[src/source/fdiv_pkg.sv]
`default_nettype none

package fdiv_pkg;

    // IEEE 754 single precision layout
    localparam int EXP_W    = 8;
    localparam int FRAC_W   = 23;
    localparam int MANT_W   = FRAC_W + 1;
    localparam int EXP_BIAS = 127;
    localparam int EXP_MAX  = 255;

    // Canonical quiet NaN
    localparam logic [31:0] QNAN = 32'h7fc0_0000;

    // Signed difference of two biased exponents
    localparam int EXPD_W = 10;

    // Reciprocal of the scaled divisor, Q1.31
    localparam int RECIP_W = 32;

    // Linear seed 48/17 - 32/17*b, both constants held as Q2.30
    localparam logic [RECIP_W-1:0] SEED_C0 = 32'hb4b4_b4b4;
    localparam logic [RECIP_W-1:0] SEED_C1 = 32'h7878_7878;

    localparam int NR_ITERS = 3;

    // Enabled edges from operands in to result out
    localparam int PIPE_LAT = 7;

    typedef struct packed {
        logic              sign;
        logic [EXP_W-1:0]  exp;
        logic [FRAC_W-1:0] frac;
    } fp32_fields_t;

    // One float word, seen either as raw bits or as its fields
    typedef union packed {
        logic [31:0]  raw;
        fp32_fields_t f;
    } fp32_u;

endpackage

`default_nettype wire

[src/source/fdiv_stage_if.sv]
`timescale 1ns/1ps
`default_nettype none

interface fdiv_stage_if;
    import fdiv_pkg::*;

    logic                     valid;
    logic                     sign;
    // Biased exponent of a minus biased exponent of b
    logic signed [EXPD_W-1:0] exp_diff;
    // Mantissas with the hidden bit set
    logic [MANT_W-1:0]        mant_a;
    logic [MANT_W-1:0]        mant_b;
    // Result already known from the operand classes
    logic                     special;
    fp32_u                    special_word;

    modport src (
        output valid, sign, exp_diff, mant_a, mant_b, special, special_word
    );

    modport dst (
        input  valid, sign, exp_diff, mant_a, mant_b, special, special_word
    );

endinterface

`default_nettype wire

[src/source/fdiv_quotient.sv]
`timescale 1ns/1ps
`default_nettype none

module fdiv_quotient (
    input  logic                         clk,
    input  logic                         rst,
    input  logic                         en_i,
    fdiv_stage_if.dst                    s2_i,
    input  logic [fdiv_pkg::RECIP_W-1:0] recip_i,
    output logic                         valid_o,
    output fdiv_pkg::fp32_u              result_o
);
    import fdiv_pkg::*;

    // Stage 1, quotient of mant_a * 2^24 / mant_b
    logic [RECIP_W+MANT_W-1:0] est_prod;
    logic [MANT_W:0]           q_est;
    logic [2*MANT_W:0]         rem;
    logic [MANT_W:0]           q_d;

    logic                      vld_q;
    logic                      sign_q;
    logic signed [EXPD_W-1:0]  expd_q;
    logic                      spec_q;
    fp32_u                     word_q;
    logic [MANT_W:0]           q_q;

    // Stage 2, normalize and select
    logic signed [EXPD_W-1:0]  exp_n;
    logic [FRAC_W-1:0]         frac_n;
    fp32_u                     result_d;

    // Reciprocal never exceeds 1/b, so the estimate is low by at most two
    assign est_prod = s2_i.mant_a * recip_i;
    assign q_est    = est_prod[RECIP_W+MANT_W-1:RECIP_W-1];
    assign rem      = {s2_i.mant_a, {MANT_W{1'b0}}} - q_est * s2_i.mant_b;

    always_comb begin
        if (rem >= {s2_i.mant_b, 1'b0}) begin
            q_d = q_est + 2'd2;
        end else if (rem >= s2_i.mant_b) begin
            q_d = q_est + 1'b1;
        end else begin
            q_d = q_est;
        end
    end

    // Top quotient bit set exactly when mant_a >= mant_b
    always_comb begin
        if (q_q[MANT_W]) begin
            frac_n = q_q[FRAC_W:1];
            exp_n  = expd_q + EXPD_W'(EXP_BIAS);
        end else begin
            frac_n = q_q[FRAC_W-1:0];
            exp_n  = expd_q + EXPD_W'(EXP_BIAS - 1);
        end
        result_d.f.sign = sign_q;
        result_d.f.exp  = exp_n[EXP_W-1:0];
        result_d.f.frac = frac_n;
        if (exp_n >= EXP_MAX) begin
            result_d.f.exp  = EXP_W'(EXP_MAX);
            result_d.f.frac = '0;
        end else if (exp_n <= 0) begin
            result_d.f.exp  = '0;
            result_d.f.frac = '0;
        end
        if (spec_q) begin
            result_d = word_q;
        end
    end

    always_ff @(posedge clk, negedge rst) begin
        if (!rst) begin
            vld_q    <= 1'b0;
            sign_q   <= 1'b0;
            expd_q   <= '0;
            spec_q   <= 1'b0;
            word_q   <= '0;
            q_q      <= '0;
            valid_o  <= 1'b0;
            result_o <= '0;
        end else if (en_i) begin
            vld_q    <= s2_i.valid;
            sign_q   <= s2_i.sign;
            expd_q   <= s2_i.exp_diff;
            spec_q   <= s2_i.special;
            word_q   <= s2_i.special_word;
            q_q      <= q_d;
            valid_o  <= vld_q;
            result_o <= result_d;
        end
    end

endmodule

`default_nettype wire

[src/flat_wrapper.sv]
// flat-port wrapper written by rule: the top's interface ports become plain ports
module fdiv_quotient_flat import fdiv_pkg::*;
  (clk, rst, en_i, recip_i, valid_o, result_o, s2_i_valid, s2_i_sign, s2_i_exp_diff, s2_i_mant_a, s2_i_mant_b, s2_i_special, s2_i_special_word);
  fdiv_stage_if s2_i_i ();
  input  logic clk;
  input  logic rst;
  input  logic en_i;
  input  logic [fdiv_pkg::RECIP_W-1:0] recip_i;
  output logic valid_o;
  output fdiv_pkg::fp32_u result_o;
  input wire logic [$bits(s2_i_i.valid)-1:0] s2_i_valid;
  input wire logic [$bits(s2_i_i.sign)-1:0] s2_i_sign;
  input wire logic [$bits(s2_i_i.exp_diff)-1:0] s2_i_exp_diff;
  input wire logic [$bits(s2_i_i.mant_a)-1:0] s2_i_mant_a;
  input wire logic [$bits(s2_i_i.mant_b)-1:0] s2_i_mant_b;
  input wire logic [$bits(s2_i_i.special)-1:0] s2_i_special;
  input wire logic [$bits(s2_i_i.special_word)-1:0] s2_i_special_word;
  assign s2_i_i.valid = s2_i_valid;
  assign s2_i_i.sign = s2_i_sign;
  assign s2_i_i.exp_diff = s2_i_exp_diff;
  assign s2_i_i.mant_a = s2_i_mant_a;
  assign s2_i_i.mant_b = s2_i_mant_b;
  assign s2_i_i.special = s2_i_special;
  assign s2_i_i.special_word = s2_i_special_word;
  fdiv_quotient u_core (.clk(clk), .rst(rst), .en_i(en_i), .s2_i(s2_i_i), .recip_i(recip_i), .valid_o(valid_o), .result_o(result_o));
endmodule
[config.mk]
export PLATFORM = sky130hd
export DESIGN_NAME = fdiv_quotient_flat
export DESIGN_NICKNAME = d
export VERILOG_FILES = /design/src/source/fdiv_pkg.sv /design/src/source/fdiv_stage_if.sv /design/src/source/fdiv_quotient.sv /design/src/flat_wrapper.sv
export SDC_FILE = /design/constraint.sdc
export NUM_CORES = 2
export LEC_CHECK = 0
export BUFFER_PORTS_ARGS = -buffer_cell sky130_fd_sc_hd__buf_4
export CORE_ASPECT_RATIO = 1.25
export CORE_MARGIN = 2
export CORE_UTILIZATION = 44
export DETAILED_ROUTE_END_ITERATION = 8
export PLACE_DENSITY = 0.7
export SYNTH_ARGS = -nofsm -noshare
export SYNTH_HDL_FRONTEND = slang
export SYNTH_SLANG_ARGS = --single-unit
[constraint.sdc]
create_clock -name clk -period 4.4 [get_ports clk]
set_input_delay 1.1 -clock clk [delete_from_list [all_inputs] [get_ports clk]]
set_output_delay 1.1 -clock clk [all_outputs]
set_load 0.01 [all_outputs]
==> results.ini <==
[outcome]
status=finished, violations left
violations=setup timing

[layout]
final_common_cell=inv_1
fin_area_sq_um=64300
final_cells=8184
layout_common_cells=inv_1, fa_1, buf_4
drive_gt1_frac=0.237
area_growth_pct=24.7
final_nets=8349

[grt]
grt_pass1_vias=48000
grt.total_usage=0.272
grt_pass1_wl_mm=255
antenna_found_initial=5
grt_max_degree=66
grt-ovfl-total=0

[sta]
period_minus_slack_ns=14.81
grt_setup_unrepaired=true
slew_headroom=0.175
worst_pin_slew_ns=1.24
finalCritPeriodShare=3.37
drv_slew=0
hold_viol=0
setup_ws_ns=-10.41
setup_viol=25
max_freq_mhz=67.5
clock_skew_ns=0.0201

[cts]
root_buffer=clkbuf_16
cts_made_buffers=9
h-tree-depth=3
insertion_delay_ns=0.37
cts_sinks=103
cts_tree=yes
max-clock-path-buffers=2
clkSlewWorstSetupHoldPaths_ns=0.08

[detailed_routing]
vias=43300
wirelength_mm=161
routed-wl-met2_mm=80.2
met3_length_mm=10.2
dr.pass1.iters=8
wl_met1_mm=58.7
routedWlPerCell_um=19.7
postRouteAntennaNets=0
drc=0
drt_iter0_drc=3034
avgViaCountPerCell=5.29
top_layer=met5

[floorplanning]
io_pins=161
row_count=140
initial_utilization=0.443
dieArea_sq_um=120000
core_area_sq_um=116000
dieHeight_um=387
die_w_um=310

[worst_setup_path]
path_max_fanout=10
critPathMaxStageDelay_ns=0.63
cp_common_cell=fa_1
critPathSlowestCell=fa_1
crit_type=input port to flip-flop
cp.required_ns=4.64
critPathCaptureType=flip-flop
start_kind=input port
arrival_ns=15.05

[synth]
synth_edf_count=0
ys_types=92
ys_ff_latch=103
ys.flop_type=dfrtp_1
synth_area_sq_um=51600
syn_nets=7568
synthArstFlopShare=1.00
synth.yosys.warnings=0
syn_avg_cell_area_sq_um=8.84
yosysSeqAreaShare=0.0500
synthCells=5834

[placed_design]
placed_cell_area_sq_um=61000
dp.cells=8064
port_buffers=160
dp_hpwl_mm=138
gp_routability_congestion=0.960

[job]
maxCapViolations=0

[worst_hold_path]
hold_class=flip-flop to flip-flop

==> final timing paths <==
check | slack, ns | to | cells past startpoint | start
max in group asynchronous | 2.81 | u_core.result_o[31]$_DFFE_PN0P_ | 2 | rst
hold reg to reg | 0.51 | u_core.sign_q$_DFFE_PN0P_ | 1 | u_core.sign_q$_DFFE_PN0P_
setup / recovery | -10.41 | u_core.q_q[20]$_DFFE_PN0P_ | 58 | s2_i_mant_a[3]
setup reg to reg | 0.67 | u_core.result_o[22]$_DFFE_PN0P_ | 13 | u_core.expd_q[0]$_DFFE_PN0P_
hold / removal | 0.51 | u_core.sign_q$_DFFE_PN0P_ | 1 | u_core.sign_q$_DFFE_PN0P_
min in group asynchronous | 0.69 | u_core.result_o[19]$_DFFE_PN0P_ | 1 | rst
==> synth_stat cells, types with 24 or more instances <==
library cell,number,area share
inv_1,1318,0.096
fa_1,1193,0.46
nand2_1,895,0.065
and2_1,543,0.066
ha_1,413,0.10
clkbuf_1,287,0.021
nor2_1,170,0.012
a21oi_1,159,0.015
dfrtp_1,103,0.050
o21ai_0,75,0.0073
mux2_2,70,0.015
nand3_1,50,0.0049
xnor2_1,45,0.0076
a21o_1,44,0.0064
nand4_1,40,0.0049
nor3_1,39,0.0038
xor2_1,35,0.0059
a221oi_1,27,0.0046
o21a_1,24,0.0035
==> critical path, delay by kind of cell <==
family                     cells  cell delay (ns)
xor gates and xnor gates       1             0.16
AOI/OAI and AO/OA              5             1.18
muxes                          2             0.59
adders and majority gates     17             7.88
and+or+nand+nor               15             2.17
buffers and inverters         18             1.92
==> repair_timing <==
item | in CTS | in global routing
resized for setup | 312 | 181
endpoints found under the hold margin | 0 | 0
setup buffers | 61 | 38
hold buffers | 0 | 0
endpoints found under the setup margin | 25 | 25
pin swaps | 147 | 159
cloned | 4 | 2
==> kinds of logic after synthesis <==
logic type,after synthesis,synth area share
and+or+nand+nor,1848,0.173
xor gates and xnor gates,83,0.0147
buffers and inverters,1631,0.119
AOI/OAI and AO/OA,478,0.0611
adders and majority gates,1606,0.563
DFF,103,0.0500
muxes,85,0.0184
==> area by class of cell <==
cell class | instances | area, sq um
inverter | 1319 | 4950
tap | 1562 | 1950
fill | 10100 | 52200
antenna | 2 | 5.00
sequential | 103 | 2580
timing repair buffer | 1082 | 9510
clock buffer | 9 | 225
multi-input combinational | 4100 | 45000
clock inverter | 7 | 98.8
==> flip-flops by register name, summed over array words and instances, names as in the netlist <==
register and count:
u_core.q_q 25, u_core.spec_q 1, u_core.vld_q 1, u_core.valid_o 1, u_core.word_q 32, u_core.expd_q 10, u_core.sign_q 1, u_core.result_o 32
==> per-layer routing <==
layer / vias to the layer above / global-route usage
met4: 8 / 0.159
li1: 19000 / -
met2: 1710 / 0.473
met5: - / 0
met3: 564 / 0.0343
met1: 22000 / 0.320
==> through the flow <==
step / util / worst slack [ns] / TNS [ns] / hold WS [ns]
after floorplan: - / -10.02 / -245.99 / 0.453
after global placement: 0.523 / -10.86 / -267.85 / 0.468
after detailed placement: 0.523 / -11.11 / -273.19 / 0.483
after CTS: 0.543 / -10.20 / -251.68 / 0.503
after global routing: 0.552 / -10.77 / -266.58 / 0.522
final: 0.552 / -10.41 / -257.07 / 0.515
Power is left out: the tool's default activity adds up to more than one toggle a clock period on the data nets, which glitch-free logic cannot reach.
