===== src/source/fdiv_pkg.sv =====
`default_nettype none

package fdiv_pkg;

    // IEEE 754 single precision layout
    localparam int EXP_W    = 8;
    localparam int FRAC_W   = 23;
    localparam int MANT_W   = FRAC_W + 1;
    localparam int EXP_BIAS = 127;
    localparam int EXP_MAX  = 255;

    // Canonical quiet NaN
    localparam logic [31:0] QNAN = 32'h7fc0_0000;

    // Signed difference of two biased exponents
    localparam int EXPD_W = 10;

    // Reciprocal of the scaled divisor, Q1.31
    localparam int RECIP_W = 32;

    // Linear seed 48/17 - 32/17*b, both constants held as Q2.30
    localparam logic [RECIP_W-1:0] SEED_C0 = 32'hb4b4_b4b4;
    localparam logic [RECIP_W-1:0] SEED_C1 = 32'h7878_7878;

    localparam int NR_ITERS = 3;

    // Enabled edges from operands in to result out
    localparam int PIPE_LAT = 7;

    typedef struct packed {
        logic              sign;
        logic [EXP_W-1:0]  exp;
        logic [FRAC_W-1:0] frac;
    } fp32_fields_t;

    // One float word, seen either as raw bits or as its fields
    typedef union packed {
        logic [31:0]  raw;
        fp32_fields_t f;
    } fp32_u;

endpackage

`default_nettype wire


===== src/source/fdiv_stage_if.sv =====
`timescale 1ns/1ps
`default_nettype none

interface fdiv_stage_if;
    import fdiv_pkg::*;

    logic                     valid;
    logic                     sign;
    // Biased exponent of a minus biased exponent of b
    logic signed [EXPD_W-1:0] exp_diff;
    // Mantissas with the hidden bit set
    logic [MANT_W-1:0]        mant_a;
    logic [MANT_W-1:0]        mant_b;
    // Result already known from the operand classes
    logic                     special;
    fp32_u                    special_word;

    modport src (
        output valid, sign, exp_diff, mant_a, mant_b, special, special_word
    );

    modport dst (
        input  valid, sign, exp_diff, mant_a, mant_b, special, special_word
    );

endinterface

`default_nettype wire


===== src/source/fdiv_classify.sv =====
`timescale 1ns/1ps
`default_nettype none

module fdiv_classify (
    input  logic            clk,
    input  logic            rst,
    input  logic            en_i,
    input  logic            valid_i,
    input  fdiv_pkg::fp32_u a_i,
    input  fdiv_pkg::fp32_u b_i,
    fdiv_stage_if.src       s1_o
);
    import fdiv_pkg::*;

    logic                     a_zero, b_zero;
    logic                     a_inf, b_inf;
    logic                     a_nan, b_nan;
    logic                     sign_d;
    logic                     special_d;
    fp32_u                    special_word_d;
    logic signed [EXPD_W-1:0] exp_diff_d;

    // Subnormals share exponent zero and are read as zero
    assign a_zero = (a_i.f.exp == '0);
    assign b_zero = (b_i.f.exp == '0);
    assign a_inf  = (a_i.f.exp == EXP_W'(EXP_MAX)) && (a_i.f.frac == '0);
    assign b_inf  = (b_i.f.exp == EXP_W'(EXP_MAX)) && (b_i.f.frac == '0);
    assign a_nan  = (a_i.f.exp == EXP_W'(EXP_MAX)) && (a_i.f.frac != '0);
    assign b_nan  = (b_i.f.exp == EXP_W'(EXP_MAX)) && (b_i.f.frac != '0);

    assign sign_d     = a_i.f.sign ^ b_i.f.sign;
    assign exp_diff_d = EXPD_W'(a_i.f.exp) - EXPD_W'(b_i.f.exp);

    // Special results in priority order, signed zero by default
    always_comb begin
        special_d             = 1'b1;
        special_word_d.f.sign = sign_d;
        special_word_d.f.exp  = '0;
        special_word_d.f.frac = '0;
        if (a_nan || b_nan || (a_inf && b_inf) || (a_zero && b_zero)) begin
            special_word_d.raw = QNAN;
        end else if (a_inf || b_zero) begin
            special_word_d.f.exp = EXP_W'(EXP_MAX);
        end else if (!(b_inf || a_zero)) begin
            special_d = 1'b0;
        end
    end

    always_ff @(posedge clk, negedge rst) begin
        if (!rst) begin
            s1_o.valid        <= 1'b0;
            s1_o.sign         <= 1'b0;
            s1_o.exp_diff     <= '0;
            s1_o.mant_a       <= '0;
            s1_o.mant_b       <= '0;
            s1_o.special      <= 1'b0;
            s1_o.special_word <= '0;
        end else if (en_i) begin
            s1_o.valid        <= valid_i;
            s1_o.sign         <= sign_d;
            s1_o.exp_diff     <= exp_diff_d;
            // Hidden bit always set so the divisor stays in range
            s1_o.mant_a       <= {1'b1, a_i.f.frac};
            s1_o.mant_b       <= {1'b1, b_i.f.frac};
            s1_o.special      <= special_d;
            s1_o.special_word <= special_word_d;
        end
    end

endmodule

`default_nettype wire


===== src/flat_wrapper.sv =====
// flat-port wrapper written by rule: the top's interface ports become plain ports
module fdiv_classify_flat import fdiv_pkg::*;
  (clk, rst, en_i, valid_i, a_i, b_i, s1_o_valid, s1_o_sign, s1_o_exp_diff, s1_o_mant_a, s1_o_mant_b, s1_o_special, s1_o_special_word);
  fdiv_stage_if s1_o_i ();
  input  logic clk;
  input  logic rst;
  input  logic en_i;
  input  logic valid_i;
  input  fdiv_pkg::fp32_u a_i;
  input  fdiv_pkg::fp32_u b_i;
  output wire logic [$bits(s1_o_i.valid)-1:0] s1_o_valid;
  output wire logic [$bits(s1_o_i.sign)-1:0] s1_o_sign;
  output wire logic [$bits(s1_o_i.exp_diff)-1:0] s1_o_exp_diff;
  output wire logic [$bits(s1_o_i.mant_a)-1:0] s1_o_mant_a;
  output wire logic [$bits(s1_o_i.mant_b)-1:0] s1_o_mant_b;
  output wire logic [$bits(s1_o_i.special)-1:0] s1_o_special;
  output wire logic [$bits(s1_o_i.special_word)-1:0] s1_o_special_word;
  assign s1_o_valid = s1_o_i.valid;
  assign s1_o_sign = s1_o_i.sign;
  assign s1_o_exp_diff = s1_o_i.exp_diff;
  assign s1_o_mant_a = s1_o_i.mant_a;
  assign s1_o_mant_b = s1_o_i.mant_b;
  assign s1_o_special = s1_o_i.special;
  assign s1_o_special_word = s1_o_i.special_word;
  fdiv_classify u_core (.clk(clk), .rst(rst), .en_i(en_i), .valid_i(valid_i), .a_i(a_i), .b_i(b_i), .s1_o(s1_o_i));
endmodule

===== config.mk =====
export PLATFORM = sky130hd
export DESIGN_NAME = fdiv_classify_flat
export DESIGN_NICKNAME = d
export VERILOG_FILES = /design/src/source/fdiv_pkg.sv /design/src/source/fdiv_stage_if.sv /design/src/source/fdiv_classify.sv /design/src/flat_wrapper.sv
export SDC_FILE = /design/constraint.sdc
export NUM_CORES = 1
export LEC_CHECK = 0
export BUFFER_PORTS_ARGS = -buffer_cell sky130_fd_sc_hd__clkbuf_2
export CORE_ASPECT_RATIO = 0.7
export CORE_MARGIN = 2
export CORE_UTILIZATION = 49
export DETAILED_ROUTE_END_ITERATION = 10
export PLACE_DENSITY = 0.84
export REMOVE_ABC_BUFFERS = 1
export SLEW_MARGIN = 0
export SYNTH_ARGS = -nofsm -noshare
export SYNTH_HDL_FRONTEND = slang
export SYNTH_SLANG_ARGS = --single-unit

===== constraint.sdc =====
create_clock -name clk -period 2.2 [get_ports clk]
set_input_delay 0.33 -clock clk [delete_from_list [all_inputs] [get_ports clk]]
set_output_delay 0.33 -clock clk [all_outputs]
set_load 0.05 [all_outputs]

==> flow_summary.toml, run 1 <==
[floorplan]
core_area_um2 = 6130
die-area_um2 = 6890
die_height_um = 70.0
die_x_um = 98.3
placementRows = 24
io_pins = 161
initial_cell_density_of_the_core = 0.498

[cts]
cts_htree_levels = 3
clock_latency_reported_for_the_late_side_of_the_worst_skew_pair_ns = 0.33
root_buffer = "clkbuf_8"
reg_clk_slew_reported_paths_ns = 0.07
cts.repair.resized = 0
cts_hold_buffers = 0
postCtsSetupRepairBufs = 0
clock_path_buffers = 2
cts_tree = "yes"
tritoncts_num_sinks = 62
numCtsBuffers = 9

[global_routing]
via_count_of_the_first_global_routing_pass = 2423
grt.met3_usage = 0.0971
grtUsageMet1 = 0.265
grt.busiest_layer = "met2"
first_pass_grt_wire_length_um = 11600
gr-total-overflow = 0
grt_start_max_net_pins = 34
globalRouteTotalUtil = 0.215
antenna_violations_before_repair = 0
grtUsageMet2 = 0.341

[yosys]
ys_dominant_reg_cell = "dfrtp_1"
synth-seq-area-share = 0.508
synth_adder_area_share = 0.0394
xor_xnor_portion_of_the_synthesized_cell_area = 0.00574
yosys-mux-area-fraction = 0.181
synth_edf_count = 0
synthesis.area_um2 = 3050
synth_seq_cells = 62
synthesis.yosys.warnings = 0
synthesis.instances = 259
syn_area_per_cell_um2 = 11.8
synth_top_family_by_area = "multiplexers"
synth_compound_gate_area_share = 0.0672
yosysUniqueCellTypes = 40
async_reset_ff_frac = 1.00
synth_simple_gate_area_frac = 0.0988

[finish]
diodes = 0
postLayoutCellArea_um2 = 3920
final_net_count = 471
final_core_util = 0.639
fillCellCount = 491
final-seq-area_um2 = 1550
multi_input_area_um2 = 1280
drive_gt1_frac = 0.516
layout-area-overhead-vs-synth_pct = 28.3

[routing]
firstDrtPassIters = 4
dr.first_iter.drc_count = 45
remaining_drc_errors = 0
final_antenna_net_count = 0
avgRoutedWirePerCell_um = 14.8
routed_via_density = 5.11
dr_total_vias = 2436
finalWirelength_um = 7040

[timing]
setup_viol = 0
report.final.hold_viol_count = 0
timing_worst_slew_pin_value_ns = 0.523
finalWorstPathRequiredPeriod_ns = 1.69
final.period_utilization = 0.768
slew-limit-headroom = 0.648
fmax_mhz = 592
fin_skew_ns = 0
fin_hold_ws_ns = 0.0249
final_max_slew_viol_count = 0
rsz0062_at_grt = "false"

[place]
detailed_place_hpwl_um = 5530
placed_cell_area_um2 = 3700
numPortBuffers = 138
gp_routability_congestion = 0.877

[min_path]
holdCritPathClass = "primary input to async pin"

[run_status]
status = "finished clean"

[setup_path]
critPathTopFamily = "compound AO/OA/AOI/OAI gates"
worstReg2RegEnd = "u_core.s1_o.exp_diff[5]"
worst_path_cell_chain = "clkbuf_2 > inv_1 > ha_1 > o21ai_0 > a21oi_1 > o311a_1 > or3_1 > a31o_1"
timing.critical_path.arrival_ns = 1.90
worstSetupEndpointType = "flop"
rr_worst_depth = 2
worst_setup_path_start_kind = "primary input"
worstSetupPathType = "primary input to flop"
max_stage_delay_ns = 0.32
slowest_stage = "ha_1"
worst-path-max-fanout = 4
wp_buf_inv = 2
worstReg2RegStart = "u_core.s1_o.exp_diff[5]"
rrSetupSlack_ns = 1.38
worst-endpoint-required_ns = 2.41

[power]
power_switching_share = 0.365
combPwrFrac = 0.305
ir_drop_uv = 626
leakagePower_uw = 0.00195
clock_power_share = 0.312
pwr-share-seq = 0.382
power_uw = 3470
cellInternalPower_uw = 2210
p_per_area_nw_per_um2 = 887
switching_power_uw = 1270

[run]
maxCapViolCount = 0
sequential cells by signal (all words and copies together), names as in the netlist:
name                      cells
u_core.s1_o.mant_b           23
u_core.s1_o.mant_a           24
u_core.s1_o.valid             1
u_core.s1_o.sign              1
u_core.s1_o.exp_diff          9
u_core.s1_o.special_word      3
u_core.s1_o.special           1
cell usage in the layout, fill, tap and decap left out, types with 2 or more instances in the layout:
master,count
clkbuf_2,138
dfrtp_1,62
mux2_2,49
conb_1,22
nor4_1,12
nor2_1,11
inv_1,10
clkbuf_8,10
nand2_1,9
o21ai_0,9
ha_1,8
nor3_1,6
nand4_1,6
a21oi_1,5
clkbuf_1,3
buf_4,3
nor2b_1,2
o21a_1,2
nand2b_1,2
a211oi_1,2
o31ai_1,2
xnor2_1,2
or4_1,2
bufinv_16,2
Yosys cell counts, types with 2 or more instances:
cell / n / area share
dfrtp_1: 62 / 0.51
mux2_2: 49 / 0.18
buf_4: 31 / 0.076
nor4_1: 12 / 0.025
nor2_1: 11 / 0.014
inv_1: 10 / 0.012
nand2_1: 9 / 0.011
o21ai_0: 9 / 0.015
ha_1: 8 / 0.033
nand4_1: 6 / 0.012
nor3_1: 6 / 0.0098
a21oi_1: 5 / 0.0082
buf_1: 5 / 0.0062
clkbuf_1: 3 / 0.0037
a211oi_1: 2 / 0.0049
nand2b_1: 2 / 0.0041
nor2b_1: 2 / 0.0041
o21a_1: 2 / 0.0049
o31ai_1: 2 / 0.0049
or4_1: 2 / 0.0049
xnor2_1: 2 / 0.0057
per-layer routing:
layer	up-vias	wire, µm
met2	112	3300
met4	0	51
li1	1158	-
met5	-	0
met1	1160	2960
met3	6	720
how the worst max path moves through the flow:
stage / slack [ns] / startpoint / depth (start not counted) / end
floorplan: -0.81 / u_core.s1_o.special_word[30] / 0 / s1_o_special_word[23]
global route: 0.41 / b_i[25] / 8 / u_core.s1_o.exp_diff[7]
finish: 0.51 / b_i[25] / 8 / u_core.s1_o.exp_diff[7]
global placement: 0.23 / b_i[25] / 8 / u_core.s1_o.exp_diff[7]
detailed placement: 0.18 / b_i[25] / 8 / u_core.s1_o.exp_diff[7]
CTS: 0.53 / b_i[25] / 8 / u_core.s1_o.exp_diff[7]
area by class of cell:
cell class,count,share of cell area
flip-flops and latches,62,0.396
multi-input cells,169,0.327
repair buffers,142,0.187
clock buffers,13,0.0380
well taps,78,0.0249
clock inverters,3,0.0173
inverters,10,0.00959
logic make-up after synthesis:
logic type | Yosys count
fa+ha+maj | 9
compound gates | 31
xor+xnor | 2
flops | 62
mux | 49
simple gates | 56
buf+inv | 49
other cells | 1
through the flow:
stage | instances | setup WS (ns) | TNS, ns
after global placement | 461 | 0.232 | 0
after detailed placement | 461 | 0.178 | 0
final | 477 | 0.511 | 0
after CTS | 477 | 0.529 | 0
after floorplan | 241 | -0.815 | -7.32
after global routing | 477 | 0.413 | 0
power by group through the flow:
stage          Sequential [µW]  Combinational, µW  Clock [µW]
5_1_grt                   1340               1120        1160
3_5_place_dp              1350               1070           0
2_1_floorplan             1820                277           0
4_1_cts                   1330               1070        1130
6_report                  1330               1060        1080
3_3_place_gp              1340               1050           0
Power figures use the tool's default switching activity.
==> run 2, diff against run 1 <==
--- a/config.mk
+++ b/config.mk
@@ -8,9 +8,9 @@
 export BUFFER_PORTS_ARGS = -buffer_cell sky130_fd_sc_hd__clkbuf_2
 export CORE_ASPECT_RATIO = 0.7
 export CORE_MARGIN = 2
-export CORE_UTILIZATION = 49
+export CORE_UTILIZATION = 41
 export DETAILED_ROUTE_END_ITERATION = 10
-export PLACE_DENSITY = 0.84
+export PLACE_DENSITY = 0.75
 export REMOVE_ABC_BUFFERS = 1
 export SLEW_MARGIN = 0
 export SYNTH_ARGS = -nofsm -noshare
==> constraint.sdc (replaced) <==
create_clock -name clk -period 1.43 [get_ports clk]
set_input_delay 0.2145 -clock clk [delete_from_list [all_inputs] [get_ports clk]]
set_output_delay 0.2145 -clock clk [all_outputs]
set_load 0.05 [all_outputs]
==> run 2 against run 1 <==
Compared with the run above:
- the flow now finishes with violations (negative setup slack)
- register-to-register slack worse by 0.77 ns
- die area up 19%
- routed wire length up 6.0%
- critical path type unchanged
- highest routed layer unchanged
==> flow_summary.toml, run 2 (synthesis gave the netlist of run 1 again) <==
[min_path]
hold_depth = 2
min_from = "valid_i"
worst_min_delay_path_endpoint = "u_core.s1_o.valid"
holdCritPathClass = "primary input to flop"

[finish]
regMostFlops = "u_core.s1_o.mant_a"
fillCellCount = 641
drive_gt1_frac = 0.589
layout.cells.non_filler = 521
largest_register_ff_count = 24
final_core_util = 0.581
layout.cells.most_common = "clkbuf_2"
final-seq-area_um2 = 1550
diodes = 0
layout-area-overhead-vs-synth_pct = 38.1
multi_input_area_um2 = 1400
mostFrequentLayoutCells = "clkbuf_2 (135), dfrtp_1 (62), mux2_2 (49)"
largestRegisters = "u_core.s1_o.mant_a: 24 flops, u_core.s1_o.mant_b: 23 flops, u_core.s1_o.exp_diff: 9 flops"
postLayoutCellArea_um2 = 4210
final_net_count = 495

[setup_path]
rrSetupSlack_ns = 0.61
worstReg2RegEnd = "u_core.s1_o.exp_diff[7]"
timing.critical_path.depth = 8
slowest_stage = "or3_1"
worst-path-max-fanout = 2
rr_worst_depth = 2
worst_path_cell_chain = "buf_8 > inv_4 > ha_4 > or2b_4 > a21oi_4 > o311a_1 > or3_1 > a31o_1"
wp_buf_inv = 2
worst_setup_path_start_kind = "primary input"
timing.critical_path.arrival_ns = 1.71
critPathTopFamily = "compound AO/OA/AOI/OAI gates"
max_stage_delay_ns = 0.34
worstReg2RegStart = "u_core.s1_o.exp_diff[7]"
worst-endpoint-required_ns = 1.64
worstSetupPathType = "primary input to flop"
worstSetupEndpointType = "flop"
worstSetupStartpoint = "b_i[24]"

[place]
gp_routability_congestion = 0.864
place.detailed.instances = 503
numPortBuffers = 138
detailed_place_hpwl_um = 5620
placed_cell_area_um2 = 3890

[power]
combPwrFrac = 0.343
cellInternalPower_uw = 3110
leakagePower_uw = 0.00207
power_switching_share = 0.392
ir_drop_uv = 618
switching_power_uw = 2000
pwr-share-seq = 0.400
clock_power_share = 0.257
p_per_area_nw_per_um2 = 1210

[timing]
totalNegativeSetupSlack_ns = -0.0685
rsz0062_at_grt = "true"
finalWorstPathRequiredPeriod_ns = 1.50
final_max_slew_viol_count = 0
fmax_mhz = 669
fin_hold_ws_ns = 0.133
final.period_utilization = 1.05
setup_viol = 2
fin_skew_ns = 0
setup_ws_ns = -0.0653
report.final.hold_viol_count = 0

[cts]
clock_latency_reported_for_the_late_side_of_the_worst_skew_pair_ns = 0.31
numCtsBuffers = 9
root_buffer = "clkbuf_8"
cts_htree_levels = 3
clock_path_buffers = 2
reg_clk_slew_reported_paths_ns = 0.07
tritoncts_num_sinks = 62
cts_tree = "yes"

[routing]
finalWirelength_um = 7460
remaining_drc_errors = 0
final_antenna_net_count = 0
routed_via_density = 4.81
avgRoutedWirePerCell_um = 14.3
dr.first_iter.drc_count = 91
dr_total_vias = 2506
firstDrtPassIters = 4

[global_routing]
first_pass_grt_wire_length_um = 11900
grt_start_max_net_pins = 63
globalRouteTotalUtil = 0.183
antenna_violations_before_repair = 0
via_count_of_the_first_global_routing_pass = 2508
gr-total-overflow = 0

[run]
maxCapViolCount = 0

[run_status]
status = "finished, violations left"
violations_in_the_final_reports = "negative setup slack"

[floorplan]
placementRows = 26
die-area_um2 = 8160
die_height_um = 76.2
io_pins = 161
core_area_um2 = 7250
die_x_um = 107
initial_cell_density_of_the_core = 0.421
-- run 2: changes by cell type in the layout (fill, tap and decap cells not counted), moves of 2 or more --
cell       delta
buf_4        +23
bufinv_16     -2
clkbuf_2      -3
clkinv_2      +3
ha_1          -4
ha_2          +2
ha_4          +2
inv_1         -2
inv_4         +2
nor4_1        -3
nor4_2        +2
-- run 2: through the flow --
step	total power [µW]	setup slack, ns
after floorplan	3220	-1.57
after global placement	3730	-0.390
after detailed placement	3760	-0.399
after CTS	5130	-0.000610
after global routing	5370	-0.0916
final	5110	-0.0653
-- run 2: worst max path at each step --
stage | slack, ns | to
3_5_place_dp | -0.40 | u_core.s1_o.special_word[22]
6_report | -0.07 | u_core.s1_o.exp_diff[7]
3_3_place_gp | -0.39 | u_core.s1_o.exp_diff[7]
4_1_cts | -0.0006 | u_core.s1_o.special_word[22]
2_1_floorplan | -1.57 | u_core.s1_o.special_word[30]
5_1_grt | -0.09 | u_core.s1_o.exp_diff[7]
-- run 2: routing by layer --
metal	wire, µm	up-vias	track usage
met5	0	-	0
met4	27	0	0.0312
met3	476	3	0.0488
met2	3650	88	0.299
met1	3300	1214	0.248
li1	-	1201	-
-- run 2: what timing repair did --
item,4_1_cts,5_1_grt
gates resized for setup,7,25
pin swaps,5,13
cloned,0,0
setup buffers,0,2
hold endpoints to repair,62,0
setup endpoints to repair,4,6
hold buffers,1,0
-- run 2: layout make-up --
class	count	area share
Sequential cell	62	0.368
Multi-Input combinational cell	169	0.332
Timing Repair Buffer	166	0.221
Clock buffer	12	0.0344
Tap cell	98	0.0291
Inverter	10	0.0101
Clock inverter	4	0.00534
-- run 2: power by group through the flow --
| stage | Sequential, µW | Clock, µW | Combinational [µW] |
|---|---|---|---|
| final | 2040 | 1310 | 1750 |
| after global routing | 2070 | 1460 | 1850 |
| after CTS | 2050 | 1380 | 1710 |
| after detailed placement | 2080 | 0 | 1690 |
| after global placement | 2060 | 0 | 1670 |
| after floorplan | 2800 | 0 | 426 |
